[src/source/cpu_pkg.sv]
`default_nettype none

package cpu_pkg;

	// Primary opcodes of the supported subset
	typedef enum logic [5:0] {
		op_rtype = 6'h00,
		op_j     = 6'h02,
		op_beq   = 6'h04,
		op_addiu = 6'h09,
		op_ori   = 6'h0d,
		op_lui   = 6'h0f,
		op_lw    = 6'h23,
		op_sw    = 6'h2b
	} opcode_e;

	// R-type funct field
	typedef enum logic [5:0] {
		fn_addu = 6'h21,
		fn_subu = 6'h23,
		fn_and  = 6'h24,
		fn_or   = 6'h25,
		fn_slt  = 6'h2a
	} funct_e;

	typedef enum logic [2:0] {
		alu_add,
		alu_sub,
		alu_and,
		alu_or,
		alu_slt,
		alu_lui
	} alu_op_e;

	typedef enum logic {
		wb_alu,
		wb_mem
	} wb_sel_e;

	typedef enum logic [1:0] {
		npc_seq,
		npc_beq,
		npc_jump
	} npc_mode_e;

	typedef enum logic {
		load_im,
		load_dm
	} load_target_e;

	// Immediate is instr[15:0], jump target is instr[25:0]
	typedef struct packed {
		opcode_e    opcode;
		logic [4:0] rs;
		logic [4:0] rt;
		logic [4:0] rd;
		logic [4:0] shamt;
		funct_e     funct;
	} instr_t;

	typedef struct packed {
		alu_op_e   alu_op;
		logic      alu_src_imm;
		logic      rf_we;
		logic      rf_dst_rd;
		wb_sel_e   wb_sel;
		logic      dm_we;
		npc_mode_e npc_mode;
	} ctrl_t;

	// One loader beat, taken only while the core is stopped
	typedef struct packed {
		logic         valid;
		load_target_e target;
		logic [31:0]  addr;
		logic [31:0]  data;
	} load_t;

	typedef struct packed {
		logic [31:0] pc;
		instr_t      instr;
		logic        rf_we;
		logic [4:0]  rf_waddr;
		logic [31:0] rf_wdata;
		logic        dm_we;
		logic [31:0] dm_addr;
		logic [31:0] dm_wdata;
	} retire_t;

endpackage

`default_nettype wire

[src/source/im.sv]
`timescale 1ns/1ps
`default_nettype none

module im import cpu_pkg::*; #(
	parameter int IM_AW = 6
) (
	input  logic        clk,
	input  logic        run,
	input  load_t       load,
	input  logic [31:0] pc,
	output instr_t      instr
);

	logic [31:0] mem [2**IM_AW];
	logic        load_we;

	// Loader only writes while the core is stopped
	assign load_we = load.valid && !run && (load.target == load_im);

	always_ff @(posedge clk) begin
		if (load_we) begin
			mem[load.addr[IM_AW+1:2]] <= load.data;
		end
	end

	// Fetch wraps on the word index
	assign instr = mem[pc[IM_AW+1:2]];

endmodule

`default_nettype wire

[config.mk]
export PLATFORM = sky130hd
export DESIGN_NAME = im
export DESIGN_NICKNAME = d
export VERILOG_FILES = /design/src/source/cpu_pkg.sv /design/src/source/im.sv
export SDC_FILE = /design/constraint.sdc
export NUM_CORES = 2
export LEC_CHECK = 0
export ABC_CLOCK_PERIOD_IN_PS = 8800
export BUFFER_PORTS_ARGS = -buffer_cell sky130_fd_sc_hd__buf_2
export CAP_MARGIN = 25
export CORE_ASPECT_RATIO = 0.7
export CORE_MARGIN = 2
export CORE_UTILIZATION = 50
export DETAILED_ROUTE_END_ITERATION = 10
export PLACE_DENSITY = 0.63
export SYNTH_ARGS = -nofsm -noshare
export SYNTH_HDL_FRONTEND = slang
export SYNTH_SLANG_ARGS = --single-unit
[constraint.sdc]
create_clock -name clk -period 8.8 [get_ports clk]
set_clock_uncertainty 0.1 [all_clocks]
set_input_delay 1.76 -clock clk [delete_from_list [all_inputs] [get_ports clk]]
set_output_delay 1.76 -clock clk [all_outputs]
set_load 0.05 [all_outputs]
* After elaboration in Yosys (flattened, before gate mapping)
Memory sizes are Yosys's and may differ from the RTL's. Cells that the tools add are included.
Operators by class: bitwise logic cells 1, reductions and logical operators 3, multiplexer cells 2
Operator list (count):
- $logic_and A1 B1 Y1 | 2
- $mux W1 | 2
- $logic_not A1 Y1 | 1
- $not A1 Y1 | 1
Storage, ports and cells: bits in registers 0, output and inout port bits 32, word-level logic and storage cells 7, memories 1, bits in writable memories 2048
Memories:
- mem | words 64, width 32, rd ports 1, clocked after memory_dff 0, write ports 1, RTL line im.sv:14 | logic [31:0] mem [2**IM_AW];

* Longest topological paths before layout
word-level depth 5, gate-level depth with buffers 9, mapped depth without buffers 5

* Worst setup path after synthesis
No wires, ideal clock.
kind input -> output, from input pc[2], to output instr[11] (netlist bit), data required time 6.940 ns, path slack 2.765 ns, stages 9, arrival 4.175 ns, cells stage by stage buf_4 buf_6 buf_6 buf_6 and2b_1 a221oi_1 o21a_1 a2111oi_0 a221oi_1
RTL lines:
- from (decl) | RTL line im.sv:10 | input logic [31:0] pc,
- to (decl) | RTL line im.sv:11 | output instr_t instr

==> summary.txt <==
Outcome
  • Status: finished, final reports clean

Pwr
  • Net Sw Power: 4.09 mW
  • Clock power frac: 40.1%
  • Pleak: 26.9 nW
  • Sw Share: 20.8%
  • Flop pwr share: 54.8%
  • Comb power frac: 5.1%
  • Internal power: 15.5 mW
  • PwrDens: 224 nW/um^2
  • IR Drop Worst-Case VDD: 214 uV

Routing
  • ANT nets after route: 0
  • Total Wirelength: 191 mm
  • Initial DRC Count: 4,878
  • DRC: 0
  • Avg WL per Cell: 32.9 um
  • Via count: 36,700
  • Drt pass-1 iters: 5
  • Vias per cell: 6.34

Clock network
  • Clock transition at path regs: 0.06 ns
  • Hold-fix buffers at CTS: 0
  • Clock sink total: 2,048
  • CTS H-tree depth: 4
  • Root buffer cell: clkbuf_16
  • Setup Buffers After CTS: 0
  • Clock tree buffer depth: 3
  • CTS Buf Count: 182
  • Post-cts resize count: 0
  • CTS tree: yes

Worst setup path
  • Worst path cell trace: buf_8 -> and2_1 -> nand2_2 -> o22ai_1 -> nor4_1 -> o22a_1 -> buf_2
  • Crit. End Element: output port
  • Worst Path Arrival: 5.26 ns
  • Crit path max fanout: 79
  • Setup crit end: instr[29]
  • Crit start category: primary input
  • Max incr delay on CP: 0.86 ns
  • Crit path max-delay cell type: and2_1
  • Critical Path RT: 6.94 ns
  • Stages on worst setup path: 7
  • WP buf/inv: 2
  • Worst setup startpoint: pc[4]
  • Critical path's top delay family: simple AND/OR/NAND/NOR gates
  • Crit path kind: primary input to output port

Final layout
  • Share of post-route cells with drive strength above 1: 29.4%
  • Max reg flops: 2,048
  • Net count, final: 3,666
  • Most frequent cells in the layout: edfxtp_1 (2,048), mux4_2 (506), clkbuf_16 (187)
  • Finished Layout Cells: 5,798
  • Area growth, synth to finish: 12.8%
  • Most common cell after layout, fill and taps aside: edfxtp_1
  • Fin util: 57.1%

Synth
  • Register bit total from synthesis: 2,048
  • Synth warn: 0
  • Synth area leaders: edfxtp_1 (79%), mux4_2 (15%), o22ai_1 (1.0%)
  • Synthesized Nets: 3,425
  • Synthesized area per cell: 23.4 sq um
  • Post-synth EDFFs: 2,048
  • Sequential area share after synthesis: 79.2%
  • Post-synth top flop: edfxtp_1
  • Post-Syn Instances: 3,325
  • Area leader, netlist: edfxtp_1
  • Yosys cell types: 44
  • Top cell type's share of synthesized area: 79.2%
  • Post-Syn Area: 77,700 sq um
  • Post-synth ARST share: 0%

Floorplan
  • Initial Util: 50.6%
  • Chip height: 334 um
  • Die width: 475 um
  • I/O pins: 132
  • Die area: 159,000 sq um
  • # rows: 120
  • Core area: 154,000 sq um

Place
  • Pre-CTS setup slack: 1.73 ns
  • Gp weighted congestion: 0.763
  • Post-DP HPWL: 108 mm
  • Port Buffers: 79
  • Placed Cells: 5,425

Global routing
  • First-pass GRT wire length: 269 mm
  • Number of global-route vias before repair: 36,800
  • Largest net degree at the start of global routing: 98
  • Gr usage total: 24.2%
  • Initial antenna violation count: 10
  • Grt total ovfl: 0

STA
  • Measured slew at the worst slew-check pin: 1.05 ns
  • Setup ws final: 1.68 ns
  • Crit path time final: 7.12 ns
  • Setup violators final: 0
  • Fin Hold WS: 1.09 ns
  • Slew Viols, Final: 0
  • TNS Setup: 0 ns
  • Fmax: 0.140 GHz
  • Crit share post-route: 81.0%
  • Hold Fails Final Rpt: 0
  • Slew HR: 28.5%
  • RSZ-0062 raised after global routing: false

Run
  • Maxcap violations: 0

Worst hold path
  • Hold Path Class: primary input to flop
==> cell type report <==
cell class	instances	area [sq um]
multi-input combinational	1093	15600
sequential	2048	61500
clock inverter	107	998
tap	2074	2590
timing repair buffer	240	2080
clock buffer	227	4830
fill	10900	65900
antenna	8	20.0
inverter	1	3.75
==> Yosys cell counts, types with 6 or more instances <==
| cell type | n |
|---|---|
| nand2_1 | 31 |
| o21a_1 | 11 |
| mux4_2 | 506 |
| nand2b_1 | 8 |
| mux2_2 | 26 |
| nor2b_1 | 19 |
| edfxtp_1 | 2048 |
| mux2i_1 | 36 |
| o22ai_1 | 126 |
| nand3_1 | 18 |
| nor4_1 | 23 |
| nor3_1 | 12 |
| nor2_1 | 94 |
| a22oi_1 | 32 |
| a21oi_1 | 16 |
| buf_1 | 17 |
| buf_6 | 21 |
| a22o_1 | 10 |
| buf_2 | 39 |
| a211oi_1 | 12 |
| o21ai_1 | 20 |
| a221oi_1 | 15 |
| and2_1 | 6 |
| clkbuf_1 | 70 |
| o22a_1 | 13 |
| o21ai_0 | 15 |
| o221ai_1 | 9 |
| buf_4 | 36 |
==> worst min path at each step <==
stage,start,to,cells after the start,slack (ns)
2_1_floorplan,load[0],mem[0][0]$_DFFE_PP_,0,1.76
3_3_place_gp,load[35],mem[43][13]$_DFFE_PP_,4,2.31
3_5_place_dp,load[35],mem[43][13]$_DFFE_PP_,4,2.32
4_1_cts,load[35],mem[43][13]$_DFFE_PP_,4,1.45
5_1_grt,load[4],mem[27][4]$_DFFE_PP_,1,1.06
6_report,load[4],mem[27][4]$_DFFE_PP_,1,1.09
==> power groups by stage <==
stage	clock [mW]	sequential, mW	combinational [mW]
3_3_place_gp	0	11.0	0.939
3_5_place_dp	0	11.0	0.966
5_1_grt	8.36	10.7	1.05
2_1_floorplan	0	11.0	0.572
6_report	7.86	10.8	0.992
4_1_cts	7.98	10.8	0.968
==> per-layer routing <==
layer	wire length (um)	vias up	share of wire, %	track usage (%)
li1	-	14900	-	-
met5	13	-	0.0068	0
met1	81100	19900	43	36.8
met4	3950	2	2.1	6.37
met3	18100	224	9.5	4.96
met2	87600	1787	46	36.1
==> metrics by stage <==
step / total power [mW] / cell area [sq um]
after floorplan: 11.5 / 77700
after global placement: 11.9 / 81200
after detailed placement: 11.9 / 81200
after CTS: 19.7 / 87000
after global routing: 20.2 / 87600
final: 19.6 / 87700
==> cells by family (layout without fill, tap and decap cells) <==
kind of cell | count (synthesis) | count (layout) | share of synthesized area [%]
DFF | 2048 | 2048 | 79.2
muxes | 568 | 568 | 15.5
and+or+nand+nor | 234 | 234 | 1.47
other | 0 | 8 | 0
buffers and inverters | 184 | 575 | 1.33
AOI/OAI and AO/OA | 291 | 291 | 2.53
(Power assumes the default switching activity.)
