===== config.mk =====
export PLATFORM = sky130hd
export DESIGN_NAME = dm
export DESIGN_NICKNAME = d
export VERILOG_FILES = /design/src/source/cpu_pkg.sv /design/src/source/dm.sv
export SDC_FILE = /design/constraint.sdc
export NUM_CORES = 2
export LEC_CHECK = 0
export BUFFER_PORTS_ARGS = -buffer_cell sky130_fd_sc_hd__buf_2
export CORE_UTILIZATION = 56
export DETAILED_ROUTE_END_ITERATION = 8
export PLACE_DENSITY_LB_ADDON = 0.3
export SLEW_MARGIN = 30
export SYNTH_ARGS = -nofsm -noshare
export SYNTH_HDL_FRONTEND = slang
export SYNTH_SLANG_ARGS = --single-unit

===== constraint.sdc =====
create_clock -name clk -period 3.2 [get_ports clk]
set_clock_uncertainty 0.15 [all_clocks]
set_input_delay 0 -clock clk [delete_from_list [all_inputs] [get_ports clk]]
set_output_delay 0 -clock clk [all_outputs]
set_load 0.05 [all_outputs]

===== src/source/cpu_pkg.sv =====
`default_nettype none

package cpu_pkg;

	// Primary opcodes of the supported subset
	typedef enum logic [5:0] {
		op_rtype = 6'h00,
		op_j     = 6'h02,
		op_beq   = 6'h04,
		op_addiu = 6'h09,
		op_ori   = 6'h0d,
		op_lui   = 6'h0f,
		op_lw    = 6'h23,
		op_sw    = 6'h2b
	} opcode_e;

	// R-type funct field
	typedef enum logic [5:0] {
		fn_addu = 6'h21,
		fn_subu = 6'h23,
		fn_and  = 6'h24,
		fn_or   = 6'h25,
		fn_slt  = 6'h2a
	} funct_e;

	typedef enum logic [2:0] {
		alu_add,
		alu_sub,
		alu_and,
		alu_or,
		alu_slt,
		alu_lui
	} alu_op_e;

	typedef enum logic {
		wb_alu,
		wb_mem
	} wb_sel_e;

	typedef enum logic [1:0] {
		npc_seq,
		npc_beq,
		npc_jump
	} npc_mode_e;

	typedef enum logic {
		load_im,
		load_dm
	} load_target_e;

	// Immediate is instr[15:0], jump target is instr[25:0]
	typedef struct packed {
		opcode_e    opcode;
		logic [4:0] rs;
		logic [4:0] rt;
		logic [4:0] rd;
		logic [4:0] shamt;
		funct_e     funct;
	} instr_t;

	typedef struct packed {
		alu_op_e   alu_op;
		logic      alu_src_imm;
		logic      rf_we;
		logic      rf_dst_rd;
		wb_sel_e   wb_sel;
		logic      dm_we;
		npc_mode_e npc_mode;
	} ctrl_t;

	// One loader beat, taken only while the core is stopped
	typedef struct packed {
		logic         valid;
		load_target_e target;
		logic [31:0]  addr;
		logic [31:0]  data;
	} load_t;

	typedef struct packed {
		logic [31:0] pc;
		instr_t      instr;
		logic        rf_we;
		logic [4:0]  rf_waddr;
		logic [31:0] rf_wdata;
		logic        dm_we;
		logic [31:0] dm_addr;
		logic [31:0] dm_wdata;
	} retire_t;

endpackage

`default_nettype wire


===== src/source/dm.sv =====
`timescale 1ns/1ps
`default_nettype none

module dm import cpu_pkg::*; #(
	parameter int DM_AW = 6
) (
	input  logic        clk,
	input  logic        run,
	input  load_t       load,
	input  ctrl_t       ctrl,
	input  logic [31:0] addr,
	input  logic [31:0] wdata,
	output logic [31:0] rdata
);

	logic [31:0] mem [2**DM_AW];
	logic        load_we;
	logic        store_we;

	assign load_we  = load.valid && !run && (load.target == load_dm);
	assign store_we = run && ctrl.dm_we;

	// Loader and sw never overlap since run picks one of them
	always_ff @(posedge clk) begin
		if (load_we) begin
			mem[load.addr[DM_AW+1:2]] <= load.data;
		end else if (store_we) begin
			mem[addr[DM_AW+1:2]] <= wdata;
		end
	end

	assign rdata = mem[addr[DM_AW+1:2]];

endmodule

`default_nettype wire


======== After elaboration in Yosys (flattened, before gate mapping) ========
Memories as Yosys holds them, arrays and structs flattened.
Cells that the tools add are included.
operators by class
  $add $sub $neg .......................... 0
  multipliers ............................. 0
  div/mod/pow operators ................... 0
  order comparisons ....................... 0
  equality and inequality tests ........... 0
  shift operators ......................... 0
  multiplexer cells ....................... 8
  bitwise operators ....................... 0
  reduce and logical (&&, ||, !) cells .... 5
operators with widths
  cell                 number
  32-bit 2-to-1 mux    1
  32-bit OR reduction  1
  1-bit 2-to-1 mux     6
  6-bit 2-to-1 mux     1
  1-bit logical AND    3
  1-bit logical NOT    1
storage, ports and cells
  register bits ........................... 0
  latch bits .............................. 0
  bits in writable memories ............... 2048
  memory bits (read-only) ................. 0
  input bits .............................. 142
  memories ................................ 1
memories
  memory  words  bits a word  read ports  clocked after memory_dff  write ports  RTL line  RTL
  mem     64     32           1           0                         1            dm.sv:16  logic [31:0] mem [2**DM_AW];

======== Longest topological paths before layout ========
  depth in word-level cells ............... 7
  mapped depth ............................ 9

======== Worst setup path before layout ========
OpenSTA, ideal clock, no wires.
  kind .................................... input -> register
  from .................................... input port addr[3]
  to ...................................... memory mem[31][0], enable pin
  setup time .............................. 0.421 ns
  arrival time ............................ 2.758 ns
  slack ................................... -0.129 ns
  stages on the path ...................... 9
  buffers on the path ..................... 5
  path through ............................ buf_2 -> buf_2 -> buf_2 -> buf_2 -> buf_2 -> nand4_1 -> o21ai_0 -> nand2_1 -> nor2_1
on the way
  cells in the longest elaborated chain, start to end .. 1
RTL lines
  element                     RTL line  RTL
  from (decl)                 dm.sv:11  input logic [31:0] addr,
  6-bit 2-to-1 mux (no line)  -
  to (decl)                   dm.sv:16
Every way passes these cells.

======== Worst setup path in the final report ========
  from .................................... input port run
  to ...................................... memory mem[18][1], enable pin
on the way
  cells in the longest elaborated chain, start to end .. 7
RTL lines
  element                                                                RTL line  RTL
  from (decl)                                                            dm.sv:8   input logic run,
  1-bit logical NOT                                                      dm.sv:20  assign load_we = load.valid && !run && (load.target == load_dm);
  1-bit logical AND (2 in series)                                        dm.sv:20
  1-bit 2-to-1 mux                                                       dm.sv:25  if (load_we) begin
  1-bit 2-to-1 mux (not written as such)                                 dm.sv:28  mem[addr[DM_AW+1:2]] <= wdata;
  32-bit OR reduction (no line)                                          -
  6-bit 2-to-1 mux (no line) / 1-bit 2-to-1 mux (equally long branches)  -
Parallel ways exist; a longest one is shown, timed or not.

==> parameters.txt <==
Parameter                              Value

Setup path
  Critical path depth in cells    7
  Cell family with most CP delay    buffers and inverters
  Nature of the critical path startpoint    input pin
  WP data required    around 3600 ps
  Series of cell instances along the critical path    dlygate4sd3_1 > buf_2 > nand2_2 > o32a_1 > dlygate4sd3_1 > nor2_4 > dlygate4sd3_1
  Cell with the most instances on the worst path    sky130_fd_sc_hd__dlygate4sd3_1
  Critical path buffer and inverter count    4
  Worst-path maximum fanout    18
  Beginning of the critical path    run
  Biggest cell delay along the critical path    ~800 ps
  Arrival time at the worst endpoint    3540 ps
  Critical Path Sink Type    flip-flop
  Slowest stage cell, crit path    sky130_fd_sc_hd__dlygate4sd3_1
  Classification of the worst setup path    in2reg

Synthesis
  Synth unique cells    39
  Avg Synthesized Cell Area    22.78 sq um
  Commonest cells post-synth    sky130_fd_sc_hd__edfxtp_1 (2048), sky130_fd_sc_hd__mux4_2 (512), sky130_fd_sc_hd__nand2_1 (170), sky130_fd_sc_hd__clkbuf_1 (98), sky130_fd_sc_hd__nor2_1 (98)
  Cell with the most instances after synthesis    sky130_fd_sc_hd__edfxtp_1
  Post-Synthesis Cell Area    roughly 78000 sq um
  Post-synth EDFFs    2048
  Mapped Cells    between 3000 and 4000
  Seq/Total Area, Yosys    about four fifths
  YS warnings    0
  Top cells by area in the synthesized netlist    sky130_fd_sc_hd__edfxtp_1 (79%), sky130_fd_sc_hd__mux4_2 (15%), sky130_fd_sc_hd__nand2_1 (0.82%), sky130_fd_sc_hd__a22oi_1 (0.78%), sky130_fd_sc_hd__a221oi_1 (0.67%)
  Net count after synthesis    3567
  Share of Yosys cell area claimed by the top area cell type    78.81%
  Leading area contributor after synthesis    sky130_fd_sc_hd__edfxtp_1
  Main flop type after synthesis    sky130_fd_sc_hd__edfxtp_1
  Number of storage elements in the synthesis netlist    2048
  FFs w/ async S/R, synth    0%

Pwr
  Total power after layout    56270 uW
  Worst-case vdd ir drop    507.7 uV
  Portion of total power attributed to combinational logic    6.7%
  Reg power frac    53.3%
  Static Leak    around 0.028 uW
  Clock network power share    40.0%
  Switching power as a share of total power    21.69%
  Power per Cell Area    618.2 nW/um^2
  Switching component of the power    roughly 12000 uW
  Internal portion of total power    44070 uW

Routing
  Violation count after the first detailed-routing iteration    5613
  # DRC    0
  Per-cell routed wire length    34.53 um
  Per-cell via count in the routed design    6.761
  Pre-antenna DRT Iters    5
  Total detailed-routing wirelength    202.7 mm
  DRT antenna net count    0
  Vias    39685

Global routing
  Largest net degree at the start of global routing    65
  Via count of the first global-routing pass    between 40000 and 50000
  Antenna violations before repair    17
  Global-route usage over all layers    29.31%
  Sum of overflow across all layers after global routing    0
  First-pass GRT wire length    287.7 mm

Timing
  Final setup slack of the worst path    24.89 ps
  Fin crit share    99.22%
  Number of hold-slack violations in the final timing report    0
  Headroom to the max-slew limit    approximately a third
  Shortest period the worst path allows    3175 ps
  Number of pins with negative max-slew slack in the final report    0
  Setup violation total in the final timing report    0
  Highest achievable clock rate    0.3150 GHz
  Worst-margin pin slew    1006 ps
  Smallest hold slack    just over 90 ps
  RSZ-0062 raised after global routing    no

Floorplanning
  Placement Rows    roughly 140
  Placeable Area    137800 sq um
  IO Pins    174
  X dimension of the die    375.3 um
  Die area    roughly 140000 sq um
  Height of the die    about 380 um
  Starting Density    between 50% and 60%

Placement
  Routability Congestion    0.8389
  Total half-perimeter wirelength after legalization and detailed placement    117.2 mm
  Placed Cells incl. Taps    between 5000 and 6000
  Number of input and output port buffers inserted    112
  Post-place setup slack    213.2 ps

Layout
  Largest register FFs    2048
  Signed area change from the synthesized netlist to the final layout    16.66%
  Fill cell total of the finished layout    between 8000 and 9000
  Final Non-Filler Cells    between 5000 and 6000
  Share of the core filled with cells    roughly two thirds
  Total number of nets in the final design    approximately 4000
  Fraction of final layout cells with drive strength greater than 1    32.14%

Min path
  Start point of the worst hold path    load[38]
  Depth of the worst hold-timing path    6
  Hold WC Path Type    in2reg

CTS
  CTS Root Cell    sky130_fd_sc_hd__clkbuf_16
  H-Tree Depth    4
  CTS tree    built
  Clock sinks    about 2000
  Number of buffers created by CTS    194
  Buffer count from post-CTS setup fixing    0
  Reg clk slew, reported paths    60 ps
  Clk buf depth    3

Run
  Max Cap Viol    0

Status
  Run status    finished, final reports clean
[power groups by stage]
stage	combinational (uW)	sequential (uW)	clock, uW
3_5_place_dp	3580	30500	0
3_3_place_gp	3510	30500	0
5_1_grt	3920	30000	23600
6_report	3790	30000	22500
4_1_cts	3730	30000	22700
2_1_floorplan	1970	30600	0
[worst paths after layout]
| kind | end | slack (ps) |
|---|---|---|
| worst max-delay path | mem[18][1]$_DFFE_PP_ | 20 |
| worst min-delay path | mem[28][0]$_DFFE_PP_ | 90 |
[cells in the final DEF (no fill, tap or decap), types with 47 or more instances in the layout]
| master | instances |
|---|---|
| sky130_fd_sc_hd__buf_12 | 89 |
| sky130_fd_sc_hd__mux4_2 | 512 |
| sky130_fd_sc_hd__o221ai_1 | 54 |
| sky130_fd_sc_hd__a22oi_1 | 80 |
| sky130_fd_sc_hd__clkbuf_16 | 201 |
| sky130_fd_sc_hd__buf_4 | 198 |
| sky130_fd_sc_hd__nor2_4 | 65 |
| sky130_fd_sc_hd__clkinv_1 | 47 |
| sky130_fd_sc_hd__nand2_1 | 134 |
| sky130_fd_sc_hd__edfxtp_1 | 2048 |
| sky130_fd_sc_hd__dlygate4sd3_1 | 82 |
| sky130_fd_sc_hd__a221oi_1 | 59 |
| sky130_fd_sc_hd__buf_2 | 111 |
[per-stage QoR]
stage,TNS (ps),instance area [sq um]
2_1_floorplan,-115340,78050
3_3_place_gp,0,83810
3_5_place_dp,0,83830
4_1_cts,0,90970
5_1_grt,0,91020
6_report,0,91030
[repair_timing]
action	in CTS	in global routing
endpoints found under the setup margin	4	38
pin swaps	0	1
hold endpoints to repair	1933	24
resized for setup	7	7
hold buffers	88	2
[metal layers]
metal | up-vias | GRT usage (%) | part of all wire (%)
li1 | 15700 | - | -
met1 | 20954 | 40.91 | 37
met2 | 2631 | 44.55 | 47
met3 | 390 | 8.024 | 13
met4 | 10 | 11.55 | 3.9
met5 | - | 0 | 0.029
[layout make-up]
type                            count  area [sq um]  share of cell area [%]
Antenna cell                        6         15.01                 0.01649
Clock buffer                      243          5187                   5.699
Clock inverter                    112          1037                   1.139
Inverter                            2         7.507                0.008247
Multi-Input combinational cell   1177         16260                   17.87
Sequential cell                  2048         61500                   67.56
Tap cell                         1794          2245                   2.466
Timing Repair Buffer              488          4778                   5.249
[kinds of logic after synthesis]
| group | share of synthesized area, % |
|---|---|
| buffers and inverters | 1.180 |
| and+or+nand+nor | 1.730 |
| muxes | 15.17 |
| AOI/OAI and AO/OA | 3.106 |
| DFF | 78.81 |
No activity file was read; power rests on OpenSTA's default activity.
