**src/source/cpu_pkg.sv**
```systemverilog
`default_nettype none

package cpu_pkg;

	// Primary opcodes of the supported subset
	typedef enum logic [5:0] {
		op_rtype = 6'h00,
		op_j     = 6'h02,
		op_beq   = 6'h04,
		op_addiu = 6'h09,
		op_ori   = 6'h0d,
		op_lui   = 6'h0f,
		op_lw    = 6'h23,
		op_sw    = 6'h2b
	} opcode_e;

	// R-type funct field
	typedef enum logic [5:0] {
		fn_addu = 6'h21,
		fn_subu = 6'h23,
		fn_and  = 6'h24,
		fn_or   = 6'h25,
		fn_slt  = 6'h2a
	} funct_e;

	typedef enum logic [2:0] {
		alu_add,
		alu_sub,
		alu_and,
		alu_or,
		alu_slt,
		alu_lui
	} alu_op_e;

	typedef enum logic {
		wb_alu,
		wb_mem
	} wb_sel_e;

	typedef enum logic [1:0] {
		npc_seq,
		npc_beq,
		npc_jump
	} npc_mode_e;

	typedef enum logic {
		load_im,
		load_dm
	} load_target_e;

	// Immediate is instr[15:0], jump target is instr[25:0]
	typedef struct packed {
		opcode_e    opcode;
		logic [4:0] rs;
		logic [4:0] rt;
		logic [4:0] rd;
		logic [4:0] shamt;
		funct_e     funct;
	} instr_t;

	typedef struct packed {
		alu_op_e   alu_op;
		logic      alu_src_imm;
		logic      rf_we;
		logic      rf_dst_rd;
		wb_sel_e   wb_sel;
		logic      dm_we;
		npc_mode_e npc_mode;
	} ctrl_t;

	// One loader beat, taken only while the core is stopped
	typedef struct packed {
		logic         valid;
		load_target_e target;
		logic [31:0]  addr;
		logic [31:0]  data;
	} load_t;

	typedef struct packed {
		logic [31:0] pc;
		instr_t      instr;
		logic        rf_we;
		logic [4:0]  rf_waddr;
		logic [31:0] rf_wdata;
		logic        dm_we;
		logic [31:0] dm_addr;
		logic [31:0] dm_wdata;
	} retire_t;

endpackage

`default_nettype wire

```
**src/source/rf.sv**
```systemverilog
`timescale 1ns/1ps
`default_nettype none

module rf import cpu_pkg::*; (
	input  logic        clk,
	input  logic        arst_n,
	input  logic        run,
	input  instr_t      instr,
	input  ctrl_t       ctrl,
	input  logic [31:0] alu_result,
	input  logic [31:0] dm_rdata,
	output logic [31:0] rs_data,
	output logic [31:0] rt_data,
	output logic [4:0]  waddr,
	output logic [31:0] wdata
);

	logic [31:0] regs [32];

	assign waddr = ctrl.rf_dst_rd ? instr.rd : instr.rt;
	assign wdata = (ctrl.wb_sel == wb_mem) ? dm_rdata : alu_result;

	// r0 always reads zero
	assign rs_data = (instr.rs == 5'd0) ? 32'd0 : regs[instr.rs];
	assign rt_data = (instr.rt == 5'd0) ? 32'd0 : regs[instr.rt];

	always_ff @(posedge clk or negedge arst_n) begin
		if (!arst_n) begin
			for (int i = 0; i < 32; i++) begin
				regs[i] <= 32'd0;
			end
		end else if (run && ctrl.rf_we && (waddr != 5'd0)) begin
			regs[waddr] <= wdata;
		end
	end

endmodule

`default_nettype wire

```
**config.mk**
```make
export PLATFORM = sky130hd
export DESIGN_NAME = rf
export DESIGN_NICKNAME = d
export VERILOG_FILES = /design/src/source/cpu_pkg.sv /design/src/source/rf.sv
export SDC_FILE = /design/constraint.sdc
export NUM_CORES = 2
export LEC_CHECK = 0
export BUFFER_PORTS_ARGS = -buffer_cell sky130_fd_sc_hd__buf_4
export CAP_MARGIN = 0
export CELL_PAD_IN_SITES_DETAIL_PLACEMENT = 0
export CELL_PAD_IN_SITES_GLOBAL_PLACEMENT = 2
export CORE_MARGIN = 3
export CORE_UTILIZATION = 38
export DETAILED_ROUTE_END_ITERATION = 10
export MAX_ROUTING_LAYER = met4
export PLACE_DENSITY = 0.76
export SLEW_MARGIN = 30
export SYNTH_ARGS = -nofsm -noshare
export SYNTH_HDL_FRONTEND = slang
export SYNTH_SLANG_ARGS = --single-unit
```
**constraint.sdc**
```tcl
create_clock -name clk -period 1.9 [get_ports clk]
set_input_delay 0.19 -clock clk [delete_from_list [all_inputs] [get_ports clk]]
set_output_delay 0.19 -clock clk [all_outputs]
set_load 0.005 [all_outputs]
```
Word level (Yosys, flattened, before mapping)
Index checks and enable logic that the tools add are counted.
{"block": "word_totals", "register_bits": 1024, "latch_bits": 0, "ram_bits": 0, "romBits": 0, "inputBits": 109, "elab_cells": 58, "mem_count": 0}
{"block": "op_classes", "n_addsub": 0, "n_mul": 0, "div_mod_pow": 0, "n_lt_le_gt_ge": 4, "eq_ne": 0, "n_shift": 0, "mux": 13, "n_bitwise": 3, "n_reduce_logical": 6}
{"cell": "$bwmux W1024", "count": 1}
{"cell": "$bmux W32 S5", "count": 2}
{"cell": "$mux W32", "count": 8}
{"cell": "$demux W32 S5", "count": 1}
{"cell": "$ge A6 B6 Y1 const B", "count": 3}
{"cell": "$not A5 Y6", "count": 3}
{"cell": "$logic_not A5 Y1", "count": 2}
{"cell": "$lt A6 B1 Y1 const B", "count": 1}
{"cell": "$mux W5", "count": 1}
{"cell": "$reduce_bool A5 Y1", "count": 1}
{"cell": "$logic_and A1 B1 Y1", "count": 3}

Longest topological paths before layout
{"block": "logic_depth", "depth_word": 7, "mapped_depth": 9, "mapped_depth_nobuf": 5}

Least setup slack after synthesis
Ideal clock, no wire load.
{"block": "synth_timing", "kind": "input to output", "from": "input port instr[16] (netlist name)", "to": "output port rt_data[16]", "arrival_ns": 1.665, "slack_ns": 0.045, "cell_stages": 8, "cell_sequence": "buf_4 -> buf_2 -> buf_4 -> mux4_2 -> mux2i_1 -> o22ai_1 -> nor2_1 -> o21ai_0"}
{"block": "synth_between", "elab_chain_cells": 5, "elab_cells_between_ends": 6}
{"item": "from (decl)", "line": "rf.sv:8", "source": "input instr_t instr,"}
{"item": "$not A5 Y6 (implied by the code)", "line": "rf.sv:25", "source": "assign rt_data = (instr.rt == 5'd0) ? 32'd0 : regs[instr.rt];"}
{"item": "$bmux W32 S5", "line": "rf.sv:25"}
{"item": "$mux W32 (implied by the code) (2 in series)", "line": "rf.sv:25"}
{"item": "$mux W32 (*)", "line": "rf.sv:25"}
{"item": "to (decl)", "line": "rf.sv:13", "source": "output logic [31:0] rt_data,"}
Every way passes the cells marked *; elsewhere a longest branch is shown, timed or not. The select of a mux whose other input is x is not followed.

Worst setup path after layout
{"block": "layout_timing", "from": "register regs[827] (netlist name)", "to": "output port rs_data[27]"}
{"block": "layout_between", "elab_chain_cells": 4}
{"item": "from (decl)", "line": "rf.sv:18", "source": "logic [31:0] regs [32];"}
{"item": "from (signal, indexed assignment)", "line": "rf.sv:33", "source": "regs[waddr] <= wdata;"}
{"item": "$bmux W32 S5", "line": "rf.sv:24", "source": "assign rs_data = (instr.rs == 5'd0) ? 32'd0 : regs[instr.rs];"}
{"item": "$mux W32 (implied by the code) (2 in series)", "line": "rf.sv:24"}
{"item": "$mux W32", "line": "rf.sv:24"}
{"item": "to (decl)", "line": "rf.sv:12", "source": "output logic [31:0] rs_data,"}
Every way passes these cells. The select of a mux whose other input is x is not followed.

==> results.md <==
Clocking:
- The tree built by TritonCTS fans out to between 1k and 1.5k sinks.
- The buffer type at the clock tree root is sky130_fd_sc_hd__clkbuf_16.
- The maximum clock insertion buffer count is 3.
- For the worst-skew pair, the clock arrives at the later sink with an insertion delay of between 0.7 and 0.8 ns.
- The clock tree from TritonCTS is yes.
- The clock tree synthesis step divided the H-tree into 3 levels.
- The number of buffers created by CTS is about 110.
- After clock tree synthesis, the clock-pin slew on the worst setup and hold paths is 0.06 ns.

Yosys:
- The cell taking the most area after synthesis is sky130_fd_sc_hd__dfrtp_1.
- The net count after synthesis is between 4k and 5k.
- The post-synthesis instance total is a little under 5k.
- The number of different library cells used by synthesis comes to 48.
- The number of warnings issued by yosys is 0.
- The total of flip-flops plus latches after synthesis is a little over 1k.
- In the synthesized netlist the async set-or-reset flop fraction comes to 100%.
- The share of synthesized area in the top cell type comes to 47.7%.
- Among all flip-flop cells after synthesis, the most frequent one is sky130_fd_sc_hd__dfrtp_1.
- The number of synthesized flops with an enable pin is 0.
- By area the synthesized netlist is led by sky130_fd_sc_hd__dfrtp_1 (48%), sky130_fd_sc_hd__mux4_2 (19%), sky130_fd_sc_hd__o21ai_0 (7.0%).
- In this run the mean area of a mapped cell was ~11 um2.
- Of the synthesized area, sequential elements account for 47.7%.
- In this run the cell area of the synthesized design comes to 53700 um2.

Worst setup path:
- The worst reg2reg path depth is 4.
- Among all stages on the critical path, the largest delay is contributed by sky130_fd_sc_hd__mux4_2.
- The cell family contributing the most delay on the critical path is multiplexers.
- The worst setup path is of the reg -> out kind.
- At the worst endpoint, the arrival time is roughly 2.5 ns.
- The data required time of the worst path is 1.71 ns.
- The critical path launch point type is a register.
- The critical register-to-register path startpoint is regs[225].
- In this run the number of cells on the critical path is 6.
- The critical path capture point is rs_data[27].
- The critical path contains buffers and inverters numbering 2 combined.
- The largest stage delay on the critical path is approximately 0.5 ns.
- In this run the critical register-to-register path is captured at regs[225].
- STA classifies the critical path endpoint as an output port.
- The flop-to-flop setup slack is approximately 1.0 ns.
- The critical path starts at regs[827].
- Along the worst path, the maximum fanout reaches 3.
- The critical path goes through mux4_2, nor2b_1, a211oi_2, a2111oi_2, buf_4, buf_6.

Layout:
- The number of flip-flops under the largest register name is roughly 1k.
- In the final layout, the share of cells above drive strength 1 is about 34%.
- The largest registers in the layout are regs: 1024 flops.
- The synthesis-to-finish area growth is 30.0%.
- The register ranked first by flip-flop count is regs.
- At the end of the flow the core is filled with cells to between 40% and 50%.
- The number of nets in the finished design is 5519.
- The top cell types in the final layout, fill and taps aside, are sky130_fd_sc_hd__dfrtp_1 (1024), sky130_fd_sc_hd__nand2_1 (880), sky130_fd_sc_hd__o21ai_0 (726), sky130_fd_sc_hd__buf_4 (695), sky130_fd_sc_hd__mux4_2 (448).
- The library cell used most frequently in the layout, excluding fill and tap cells, is sky130_fd_sc_hd__dfrtp_1.

Timing:
- The hold violation total from the final report is 0.
- The transition time at the pin with the least slew margin is 0.645 ns.
- Between clock sinks in the finished design, the worst skew comes to 0 ns.
- Based on the critical path, the design can be clocked at up to 375 MHz.
- After routing, the total negative slack on setup checks comes to -39.77 ns.
- Setup violations remaining at the end of the flow were counted as 64.
- The count of final max-slew check failures is 0.
- Setup repair after global routing could not meet its margin everywhere.
- The smallest clock period supported by the final layout is computed as between 2 and 3 ns.
- The setup slack of the critical path after layout is -0.767 ns.
- The final critical path takes up 140% of the cycle.
- The tightest slew margin relative to the limit is a little under three fifths.

GRT:
- Entering global routing, the biggest net connects between 90 and 100 pins.
- The global routing usage summed across all routing layers is about 28%.
- The number of global-route vias before repair is about 43k.
- Global routing finished with a remaining overflow of 0.
- The first-pass GRT wire length is ~290000 um.
- The initial antenna violation count came to 4.

Floorplan:
- The x dimension of the die is ~380 um.
- The floorplan die area is ~150000 um2.
- The standard-cell row count is roughly 140.
- The effective utilization at floorplan is between 30% and 40%.
- From bottom edge to top edge, the die measures approximately 380 um.
- In this run the count of I/O pins placed on the die edge is 210.
- The floorplan step defined a core boundary enclosing 140000 um2.

Power:
- VDD sags by at most 753 uV.
- In this run the static leakage power is 30.5 nW.
- The total power divided by cell area is 956 nW/um2.

Placement:
- The final estimated routing congestion in global placement is around 0.85.
- The final HPWL from detailed placement is roughly 130000 um.
- Input and output buffers added on the ports amount to between 150 and 200.

Detailed routing:
- The number of DRC markers in iteration 0 is approximately 3.6k.
- The first detailed-routing pass took 6 iterations.
- In the routed design, unresolved DRC markers number 0.
- The count of nets left with antenna violations once routing finished came out at 0.
- Summing over every cut layer, the via total after detailed routing is between 40k and 50k.
- The routed via count divided by cell count is 5.63.
- Wires add up to between 150000 and 200000 um.
- After detailed routing, the average wire length per cell comes to ~27 um.

Run status:
- The final reports fail on negative setup slack.
- The flow ran to the end, but the final reports show violations.

Job:
- The count of max-cap constraint violations is 0.

Worst hold path:
- The number of stages on the worst hold path is 4.
- The worst hold path class is in -> reg.
[how the worst min path moves through the flow]
stage | slack [ns] | start | to
floorplan | -0.11 | arst_n | regs[0]
global placement | 0.09 | arst_n | regs[729]
detailed placement | 0.09 | arst_n | regs[537]
CTS | 0.00007 | dm_rdata[31] | regs[639]
global route | 0.03 | alu_result[21] | regs[117]
finish | 0.04 | dm_rdata[31] | regs[191]
[per-stage QoR]
step                std cells  power, mW  setup slack, ns  cell area [um2]  hold WS, ns
floorplan                4816       35.6           0.0450            53700       -0.106
global placement         7090       41.8            -1.84            63400       0.0896
detailed placement       7091       42.2            -1.09            63400       0.0907
CTS                      7377       66.9           -0.837            69300    0.0000679
global route             7383       69.9           -0.862            69800       0.0327
finish                   7384       66.7           -0.767            69800       0.0423
[synth_stat cells, drive strengths merged, types with 9 or more instances]
| master | instances |
|---|---|
| mux4 | 448 |
| and3 | 10 |
| a211oi | 41 |
| inv | 36 |
| nand3 | 23 |
| o22ai | 26 |
| o21ai | 824 |
| nand2 | 885 |
| o2111ai | 9 |
| mux2i | 307 |
| a31oi | 19 |
| a21oi | 208 |
| dfrtp | 1024 |
| buf | 231 |
| nor2 | 238 |
| a22oi | 36 |
| clkbuf | 295 |
| nor2b | 47 |
| a2111oi | 36 |
| o2111a | 32 |
[tightest hold or removal path: stages]
cell	delay [ns]
sky130_fd_sc_hd__buf_4	0.09
sky130_fd_sc_hd__mux2i_4	0.13
sky130_fd_sc_hd__buf_4	0.20
sky130_fd_sc_hd__o21ai_1	0.12
[cell type report]
cell class                      instances  area [um2]
Timing Repair Buffer                 1004       10400
Inverter                               36         135
Clock buffer                          162        3290
Tap cell                             1876        2350
Multi-Input combinational cell       3230       27300
Fill cell                           12589       70100
Antenna cell                            3        7.51
Clock inverter                         49         681
Sequential cell                      1024       25600
[report_power, final]
part | internal, mW | leakage [nW] | switching [mW] | total (mW)
clock network | 14.1 | 1.96 | 9.53 | 23.6
registers | 25.3 | 13.7 | 2.62 | 27.9
logic | 8.15 | 14.8 | 7.04 | 15.2
[routing by layer]
layer | routed length [um] | GRT usage, % | up-vias
met5 | 0 | - | -
met4 | 5850 | 8.53 | 0
met3 | 13100 | 5.91 | 311
met2 | 91200 | 42.3 | 1315
met1 | 86200 | 37.3 | 21285
li1 | - | - | 18661
[repair_timing]
action | in CTS | in global routing
cloned | 0 | 1
setup endpoints to repair | 64 | 65
hold buffers | 64 | 1
pin swaps | 93 | 60
resized for setup | 249 | 87
hold endpoints to repair | 1512 | 7
buffers inserted | 32 | 16
[logic make-up (layout without fill, tap and decap cells)]
group,after synthesis,in the layout,synth area share (%)
AND/OR/NAND/NOR,1223,1223,9.24
other,0,3,0
flip-flops,1024,1024,47.7
AO/OA/AOI/OAI,1246,1246,13.4
multiplexers,761,761,24.7
buffers and inverters,562,1251,4.97
Note: power is estimated with default switching activity, not from simulation.
