==> src/source/cpu_pkg.sv <==
`default_nettype none

package cpu_pkg;

	// Primary opcodes of the supported subset
	typedef enum logic [5:0] {
		op_rtype = 6'h00,
		op_j     = 6'h02,
		op_beq   = 6'h04,
		op_addiu = 6'h09,
		op_ori   = 6'h0d,
		op_lui   = 6'h0f,
		op_lw    = 6'h23,
		op_sw    = 6'h2b
	} opcode_e;

	// R-type funct field
	typedef enum logic [5:0] {
		fn_addu = 6'h21,
		fn_subu = 6'h23,
		fn_and  = 6'h24,
		fn_or   = 6'h25,
		fn_slt  = 6'h2a
	} funct_e;

	typedef enum logic [2:0] {
		alu_add,
		alu_sub,
		alu_and,
		alu_or,
		alu_slt,
		alu_lui
	} alu_op_e;

	typedef enum logic {
		wb_alu,
		wb_mem
	} wb_sel_e;

	typedef enum logic [1:0] {
		npc_seq,
		npc_beq,
		npc_jump
	} npc_mode_e;

	typedef enum logic {
		load_im,
		load_dm
	} load_target_e;

	// Immediate is instr[15:0], jump target is instr[25:0]
	typedef struct packed {
		opcode_e    opcode;
		logic [4:0] rs;
		logic [4:0] rt;
		logic [4:0] rd;
		logic [4:0] shamt;
		funct_e     funct;
	} instr_t;

	typedef struct packed {
		alu_op_e   alu_op;
		logic      alu_src_imm;
		logic      rf_we;
		logic      rf_dst_rd;
		wb_sel_e   wb_sel;
		logic      dm_we;
		npc_mode_e npc_mode;
	} ctrl_t;

	// One loader beat, taken only while the core is stopped
	typedef struct packed {
		logic         valid;
		load_target_e target;
		logic [31:0]  addr;
		logic [31:0]  data;
	} load_t;

	typedef struct packed {
		logic [31:0] pc;
		instr_t      instr;
		logic        rf_we;
		logic [4:0]  rf_waddr;
		logic [31:0] rf_wdata;
		logic        dm_we;
		logic [31:0] dm_addr;
		logic [31:0] dm_wdata;
	} retire_t;

endpackage

`default_nettype wire

==> src/source/control.sv <==
`timescale 1ns/1ps
`default_nettype none

module control import cpu_pkg::*; (
	input  instr_t      instr,
	output ctrl_t       ctrl,
	output logic [31:0] imm_ext
);

	logic [15:0] imm;

	assign imm = instr[15:0];

	always_comb begin
		// Inactive word, also used for any unknown code
		ctrl.alu_op      = alu_add;
		ctrl.alu_src_imm = 1'b0;
		ctrl.rf_we       = 1'b0;
		ctrl.rf_dst_rd   = 1'b0;
		ctrl.wb_sel      = wb_alu;
		ctrl.dm_we       = 1'b0;
		ctrl.npc_mode    = npc_seq;

		case (instr.opcode)
			op_rtype: begin
				ctrl.rf_dst_rd = 1'b1;
				case (instr.funct)
					fn_addu: begin
						ctrl.alu_op = alu_add;
						ctrl.rf_we  = 1'b1;
					end
					fn_subu: begin
						ctrl.alu_op = alu_sub;
						ctrl.rf_we  = 1'b1;
					end
					fn_and: begin
						ctrl.alu_op = alu_and;
						ctrl.rf_we  = 1'b1;
					end
					fn_or: begin
						ctrl.alu_op = alu_or;
						ctrl.rf_we  = 1'b1;
					end
					fn_slt: begin
						ctrl.alu_op = alu_slt;
						ctrl.rf_we  = 1'b1;
					end
					default: ctrl.rf_dst_rd = 1'b0;
				endcase
			end
			op_addiu, op_ori, op_lui: begin
				ctrl.alu_src_imm = 1'b1;
				ctrl.rf_we       = 1'b1;
				if (instr.opcode == op_ori) begin
					ctrl.alu_op = alu_or;
				end else if (instr.opcode == op_lui) begin
					ctrl.alu_op = alu_lui;
				end
			end
			op_lw: begin
				ctrl.alu_src_imm = 1'b1;
				ctrl.rf_we       = 1'b1;
				ctrl.wb_sel      = wb_mem;
			end
			op_sw: begin
				ctrl.alu_src_imm = 1'b1;
				ctrl.dm_we       = 1'b1;
			end
			op_beq: begin
				ctrl.alu_op   = alu_sub;
				ctrl.npc_mode = npc_beq;
			end
			op_j: ctrl.npc_mode = npc_jump;
			default: ;
		endcase
	end

	// ori is zero extended, lui lands in the upper half
	always_comb begin
		case (instr.opcode)
			op_ori:  imm_ext = {16'h0000, imm};
			op_lui:  imm_ext = {imm, 16'h0000};
			default: imm_ext = {{16{imm[15]}}, imm};
		endcase
	end

endmodule

`default_nettype wire

==> config.mk <==
export PLATFORM = sky130hd
export DESIGN_NAME = control
export DESIGN_NICKNAME = d
export VERILOG_FILES = /design/src/source/cpu_pkg.sv /design/src/source/control.sv
export SDC_FILE = /design/constraint.sdc
export NUM_CORES = 1
export LEC_CHECK = 0
export BUFFER_PORTS_ARGS = -buffer_cell sky130_fd_sc_hd__buf_4
export CAP_MARGIN = 20
export CORE_MARGIN = 5
export CORE_UTILIZATION = 31
export DETAILED_ROUTE_END_ITERATION = 10
export GPL_TIMING_DRIVEN = 1
export PLACE_DENSITY_LB_ADDON = 0.05
export SYNTH_ARGS = -nofsm -noshare
export SYNTH_HDL_FRONTEND = slang
export SYNTH_SLANG_ARGS = --single-unit
==> constraint.sdc <==
create_clock -name vclk -period 2.3
set_clock_uncertainty 0.05 [all_clocks]
set_input_delay 0.69 -clock vclk [all_inputs]
set_output_delay 0.69 -clock vclk [all_outputs]
set_load 0.02 [all_outputs]
==> results of run 1 <==
[repair_timing]
item,4_1_cts
cloned,1
gates resized for setup,45
setup buffers,4
endpoints found under the setup margin,38
pin swaps,34
[synth_stat cells]
cell,n
sky130_fd_sc_hd__a211oi_1,1
sky130_fd_sc_hd__a21boi_2,1
sky130_fd_sc_hd__a21o_1,15
sky130_fd_sc_hd__a21oi_1,2
sky130_fd_sc_hd__a2bb2oi_1,1
sky130_fd_sc_hd__and2_1,16
sky130_fd_sc_hd__and3_1,2
sky130_fd_sc_hd__and3_4,1
sky130_fd_sc_hd__buf_2,1
sky130_fd_sc_hd__buf_6,1
sky130_fd_sc_hd__buf_8,1
sky130_fd_sc_hd__clkbuf_1,2
sky130_fd_sc_hd__inv_1,1
sky130_fd_sc_hd__nand2_1,4
sky130_fd_sc_hd__nand2b_1,2
sky130_fd_sc_hd__nand3_1,1
sky130_fd_sc_hd__nand3_2,1
sky130_fd_sc_hd__nand3b_1,2
sky130_fd_sc_hd__nor2_1,2
sky130_fd_sc_hd__nor2_2,1
sky130_fd_sc_hd__nor2b_1,1
sky130_fd_sc_hd__nor3_1,3
sky130_fd_sc_hd__nor3b_1,2
sky130_fd_sc_hd__nor4b_1,1
sky130_fd_sc_hd__nor4bb_1,2
sky130_fd_sc_hd__o21a_1,1
sky130_fd_sc_hd__o21ai_0,1
sky130_fd_sc_hd__o22ai_1,2
sky130_fd_sc_hd__o31ai_1,1
sky130_fd_sc_hd__xor2_1,1
[per-stage QoR]
stage	instance area [um^2]	utilization	hold WS, ps	instances
CTS	1330	0.881	1640	168
detailed placement	1090	0.726	1640	164
global placement	1090	0.726	1630	164
floorplan	512	-	1380	73
[kinds of logic after synthesis]
logic type	after synthesis	share of synthesized area
AND/OR/NAND/NOR	41	0.527
XOR/XNOR	1	0.0177
buffers and inverters	6	0.0861
AO/OA/AOI/OAI	25	0.370
==> impl_metrics.prom, run 1 <==
# TYPE chip_impl_metric gauge
chip_impl_metric{name="synthCells",unit=""} 73
chip_impl_metric{name="floorplan.rows",unit=""} 14
chip_impl_info{name="outcome",value="stopped before the end"} 1
chip_impl_metric{name="ys_warn_count",unit=""} 0
chip_impl_metric{name="quantity_of_i_o_buffers_inserted_on_ports",unit=""} 64
chip_impl_metric{name="floorplan.io_pins",unit=""} 74
chip_impl_info{name="netlist_top_cells_area",value="sky130_fd_sc_hd__a21o_1 23%, sky130_fd_sc_hd__and2_1 20%, sky130_fd_sc_hd__nor4bb_1 4.1%"} 1
chip_impl_metric{name="synth_area",unit="um^2"} 494
chip_impl_metric{name="grt_start_max_net_pins",unit=""} 18
chip_impl_metric{name="starting_density_of_the_core",unit=""} 0.328
chip_impl_metric{name="chipWidth",unit="um"} 49.9
chip_impl_info{name="timing.grt.repair.worst_endpoint",value="imm_ext[18]"} 1
chip_impl_metric{name="hpwl",unit="um"} 1770
chip_impl_metric{name="gp_congestion",unit=""} 0.782
chip_impl_info{name="worst-endpoint-pin-kind",value="top-level output"} 1
chip_impl_metric{name="cts_hold_repair.buffers",unit=""} 0
chip_impl_metric{name="postSynthNetCount",unit=""} 105
chip_impl_info{name="error_message",value="[ERROR DPL-0033] detailed placement checks failed during check placement."} 1
chip_impl_info{name="synth_top_cell_by_area",value="sky130_fd_sc_hd__a21o_1"} 1
chip_impl_metric{name="syn_area_per_cell",unit="um^2"} 6.77
chip_impl_metric{name="grt_antenna_before_repair",unit=""} 0
chip_impl_metric{name="yosysSeqAreaShare",unit=""} 0
chip_impl_metric{name="post-synth-top-area-fraction",unit=""} 0.228
chip_impl_metric{name="die_span_in_y",unit="um"} 49.9
chip_impl_info{name="flow.stopped_at",value="global routing"} 1
chip_impl_metric{name="count_of_unique_library_cells_instantiated_by_yosys",unit=""} 30
chip_impl_metric{name="dpl_worst_slack",unit="ps"} -274
==> run 2, diff against run 1 <==
CORE_AREA = 5 5 66 68   (was not set)
CORE_MARGIN = not set   (was 5)
CORE_UTILIZATION = not set   (was 31)
DIE_AREA = 0 0 71 73   (was not set)
PLACE_DENSITY_LB_ADDON = 0.15   (was 0.05)
==> run 2 against run 1 <==
Net effect:
- the flow now finishes, with violations (setup timing)
- synthesized area unchanged
- synthesized cell count unchanged
==> impl_metrics.prom, run 2 <==
# TYPE chip_impl_metric gauge
chip_impl_metric{name="total_leakage_power",unit="nW"} 0.704
chip_impl_info{name="rsz_0062_raised_after_global_routing",value="yes"} 1
chip_impl_info{name="hold_class",value="input pin to output port"} 1
chip_impl_info{name="timing.critical_path.to_type",value="output port"} 1
chip_impl_metric{name="floorplan.io_pins",unit=""} 74
chip_impl_metric{name="timing.critical_path.slowest_cell_delay",unit="ps"} 240
chip_impl_info{name="netlist_top_cells_area",value="sky130_fd_sc_hd__a21o_1 23%, sky130_fd_sc_hd__and2_1 20%, sky130_fd_sc_hd__nor4bb_1 4.1%"} 1
chip_impl_metric{name="die_span_in_y",unit="um"} 73
chip_impl_metric{name="quantity_of_i_o_buffers_inserted_on_ports",unit=""} 64
chip_impl_metric{name="detail_route.wl_per_cell",unit="um"} 13.4
chip_impl_metric{name="overflow_after_grt",unit=""} 0
chip_impl_metric{name="count_of_unique_library_cells_instantiated_by_yosys",unit=""} 30
chip_impl_metric{name="gp_congestion",unit=""} 0.747
chip_impl_metric{name="num_vias",unit=""} 847
chip_impl_metric{name="power-per-cell-area",unit="nW/um^2"} 191
chip_impl_metric{name="storage_cell_area",unit="um^2"} 0
chip_impl_metric{name="synthCells",unit=""} 73
chip_impl_metric{name="timing_worst_slew_pin_value",unit="ps"} 380
chip_impl_metric{name="final_util",unit=""} 0.369
chip_impl_metric{name="filler_instances",unit=""} 407
chip_impl_metric{name="postSynthNetCount",unit=""} 105
chip_impl_info{name="yosys.cell_count.top_type",value="sky130_fd_sc_hd__and2_1"} 1
chip_impl_metric{name="track_usage",unit=""} 0.0955
chip_impl_metric{name="chipWidth",unit="um"} 71
chip_impl_metric{name="post_drt_via_cell_ratio",unit=""} 4.30
chip_impl_metric{name="grt_start_max_net_pins",unit=""} 18
chip_impl_metric{name="drt-pass1-iter-count",unit=""} 4
chip_impl_metric{name="die_area",unit="um^2"} 5180
chip_impl_metric{name="floorplan.rows",unit=""} 23
chip_impl_info{name="worstPathCellList",value="buf_4 > and3_4 > nand3_2 > buf_12 > and2_1 > buf_4"} 1
chip_impl_info{name="mostFrequentLayoutCell",value="sky130_fd_sc_hd__buf_4"} 1
chip_impl_metric{name="total_count_of_max_transition_violations_in_the_final_report",unit=""} 0
chip_impl_metric{name="timing.final.setup_violations",unit=""} 32
chip_impl_metric{name="numPlacedInstances",unit=""} 191
chip_impl_metric{name="maximum_achievable_frequency",unit="MHz"} 425
chip_impl_metric{name="min_period",unit="ps"} 2350
chip_impl_metric{name="syn_area_per_cell",unit="um^2"} 6.77
chip_impl_metric{name="power.sequential.fraction",unit=""} 0
chip_impl_metric{name="worstPathRequired",unit="ps"} 1560
chip_impl_metric{name="max-vdd-ir-drop",unit="uV"} 72.5
chip_impl_metric{name="whs",unit="ps"} 1630
chip_impl_metric{name="min_period_over_period",unit=""} 1.02
chip_impl_metric{name="final_layout_size_suffix_gt1_frac",unit=""} 0.680
chip_impl_metric{name="synth_area",unit="um^2"} 494
chip_impl_metric{name="ant_nets",unit=""} 0
chip_impl_metric{name="yosysSeqAreaShare",unit=""} 0
chip_impl_metric{name="setup_ws",unit="ps"} -50.8
chip_impl_info{name="synth.top_cells.by_count",value="16 x sky130_fd_sc_hd__and2_1, 15 x sky130_fd_sc_hd__a21o_1, 4 x sky130_fd_sc_hd__nand2_1"} 1
chip_impl_info{name="layout_common_cells",value="46 x sky130_fd_sc_hd__buf_4, 27 x sky130_fd_sc_hd__buf_6, 16 x sky130_fd_sc_hd__and2_1, 15 x sky130_fd_sc_hd__a21o_1, 4 x sky130_fd_sc_hd__nand2_1"} 1
chip_impl_metric{name="combPwrFrac",unit=""} 1.000
chip_impl_metric{name="multi_input_comb_area",unit="um^2"} 614
chip_impl_metric{name="power_switching",unit="mW"} 0.128
chip_impl_metric{name="slew_headroom",unit=""} 0.747
chip_impl_metric{name="cap_viol_max_count",unit=""} 0
chip_impl_info{name="critical-path-top-cell-by-count",value="sky130_fd_sc_hd__buf_4"} 1
chip_impl_metric{name="grt_pass1_vias",unit=""} 860
chip_impl_metric{name="hpwl",unit="um"} 1980
chip_impl_metric{name="area_growth_synth_to_finish",unit="%"} 183
chip_impl_metric{name="finalNetCount",unit=""} 181
chip_impl_metric{name="n_antenna_cell",unit=""} 0
chip_impl_metric{name="final.clkbuf_count",unit=""} 0
chip_impl_info{name="type_of_the_setup_path_with_the_least_slack",value="input pin to output port"} 1
chip_impl_metric{name="cell_internal_pwr",unit="mW"} 0.140
chip_impl_info{name="synth_top_cell_by_area",value="sky130_fd_sc_hd__a21o_1"} 1
chip_impl_info{name="critical_path.slowest_cell",value="sky130_fd_sc_hd__and3_4"} 1
chip_impl_metric{name="dpl_worst_slack",unit="ps"} -319
chip_impl_metric{name="core_area",unit="um^2"} 3800
chip_impl_metric{name="worstPathMaxFanout",unit=""} 17
chip_impl_metric{name="grt_pass1_wl",unit="um"} 4190
chip_impl_metric{name="post-synth-top-area-fraction",unit=""} 0.228
chip_impl_info{name="outcome",value="finished with violations"} 1
chip_impl_info{name="violations_in_the_final_reports",value="setup timing"} 1
chip_impl_metric{name="grt_antenna_before_repair",unit=""} 0
chip_impl_metric{name="nFlopsAndLatches",unit=""} 0
chip_impl_metric{name="pwr-share-clk",unit=""} 0
chip_impl_metric{name="arrival",unit="ps"} 1610
chip_impl_metric{name="starting_density_of_the_core",unit=""} 0.130
chip_impl_metric{name="wirelength",unit="um"} 2650
chip_impl_metric{name="cts_hold_repair.buffers",unit=""} 0
chip_impl_metric{name="ys_warn_count",unit=""} 0
chip_impl_metric{name="timing_hold_violations_final",unit=""} 0
chip_impl_metric{name="layout.cells.non_filler",unit=""} 197
chip_impl_metric{name="netSwitchingFraction",unit=""} 0.478
chip_impl_metric{name="drc",unit=""} 0
chip_impl_info{name="startpoint_type",value="input pin"} 1
chip_impl_metric{name="drt-initial-drc-count",unit=""} 17
[run 2: cell counts after synthesis]
No cell type changed its count.
[run 2: kinds of logic (layout without fill, tap and decap cells)]
| group | count (synthesis) | in the layout | share of synthesized area |
|---|---|---|---|
| AOI/OAI and AO/OA | 25 | 25 | 0.370 |
| and+or+nand+nor | 41 | 43 | 0.527 |
| buffers and inverters | 6 | 78 | 0.0861 |
| xor gates and xnor gates | 1 | 1 | 0.0177 |
[run 2: routing by layer]
| layer | vias to the layer above | wire [um] | GRT usage |
|---|---|---|---|
| li1 | 417 | - | - |
| met5 | - | 0 | 0 |
| met3 | 0 | 292 | 0.0234 |
| met1 | 384 | 1120 | 0.122 |
| met4 | 0 | 0 | 0 |
| met2 | 46 | 1230 | 0.173 |
[run 2: layout make-up]
class                      instances  share of cell area
inverter                           1             0.00268
timing repair buffer              77               0.514
multi-input combinational         69               0.439
tap                               50              0.0447
[run 2: metrics by stage]
step | total power, mW | setup TNS (ps) | area, um^2
floorplan | 0.102 | -17.0 | 512
CTS | 0.257 | -1360 | 1320
global route | 0.285 | -2940 | 1400
global placement | 0.214 | -7530 | 1110
finish | 0.268 | -1200 | 1400
detailed placement | 0.215 | -7870 | 1110
[run 2: final timing paths]
check | from | to | slack [ps] | cells past startpoint
max | instr[29] | imm_ext[4] | -50 | 6
min | instr[12] | imm_ext[28] | 1630 | 3
[run 2: power by group through the flow]
stage	registers (mW)	logic (mW)	clock network (mW)
final	0	0.268	0
after detailed placement	0	0.215	0
after global routing	0	0.285	0
after CTS	0	0.257	0
after global placement	0	0.214	0
after floorplan	0	0.102	0
[run 2: worst max-delay path: cells and delay by family]
kind	cells	cell delay [ps]
simple gates	3	500
buf+inv	3	420
[run 2: what timing repair did]
item / CTS / global route
cloned: 2 / 0
endpoints found under the setup margin: 38 / 39
pin swaps: 15 / 4
gates resized for setup: 40 / 14
buffers inserted: 4 / 3
No activity file was read; power rests on OpenSTA's default activity.
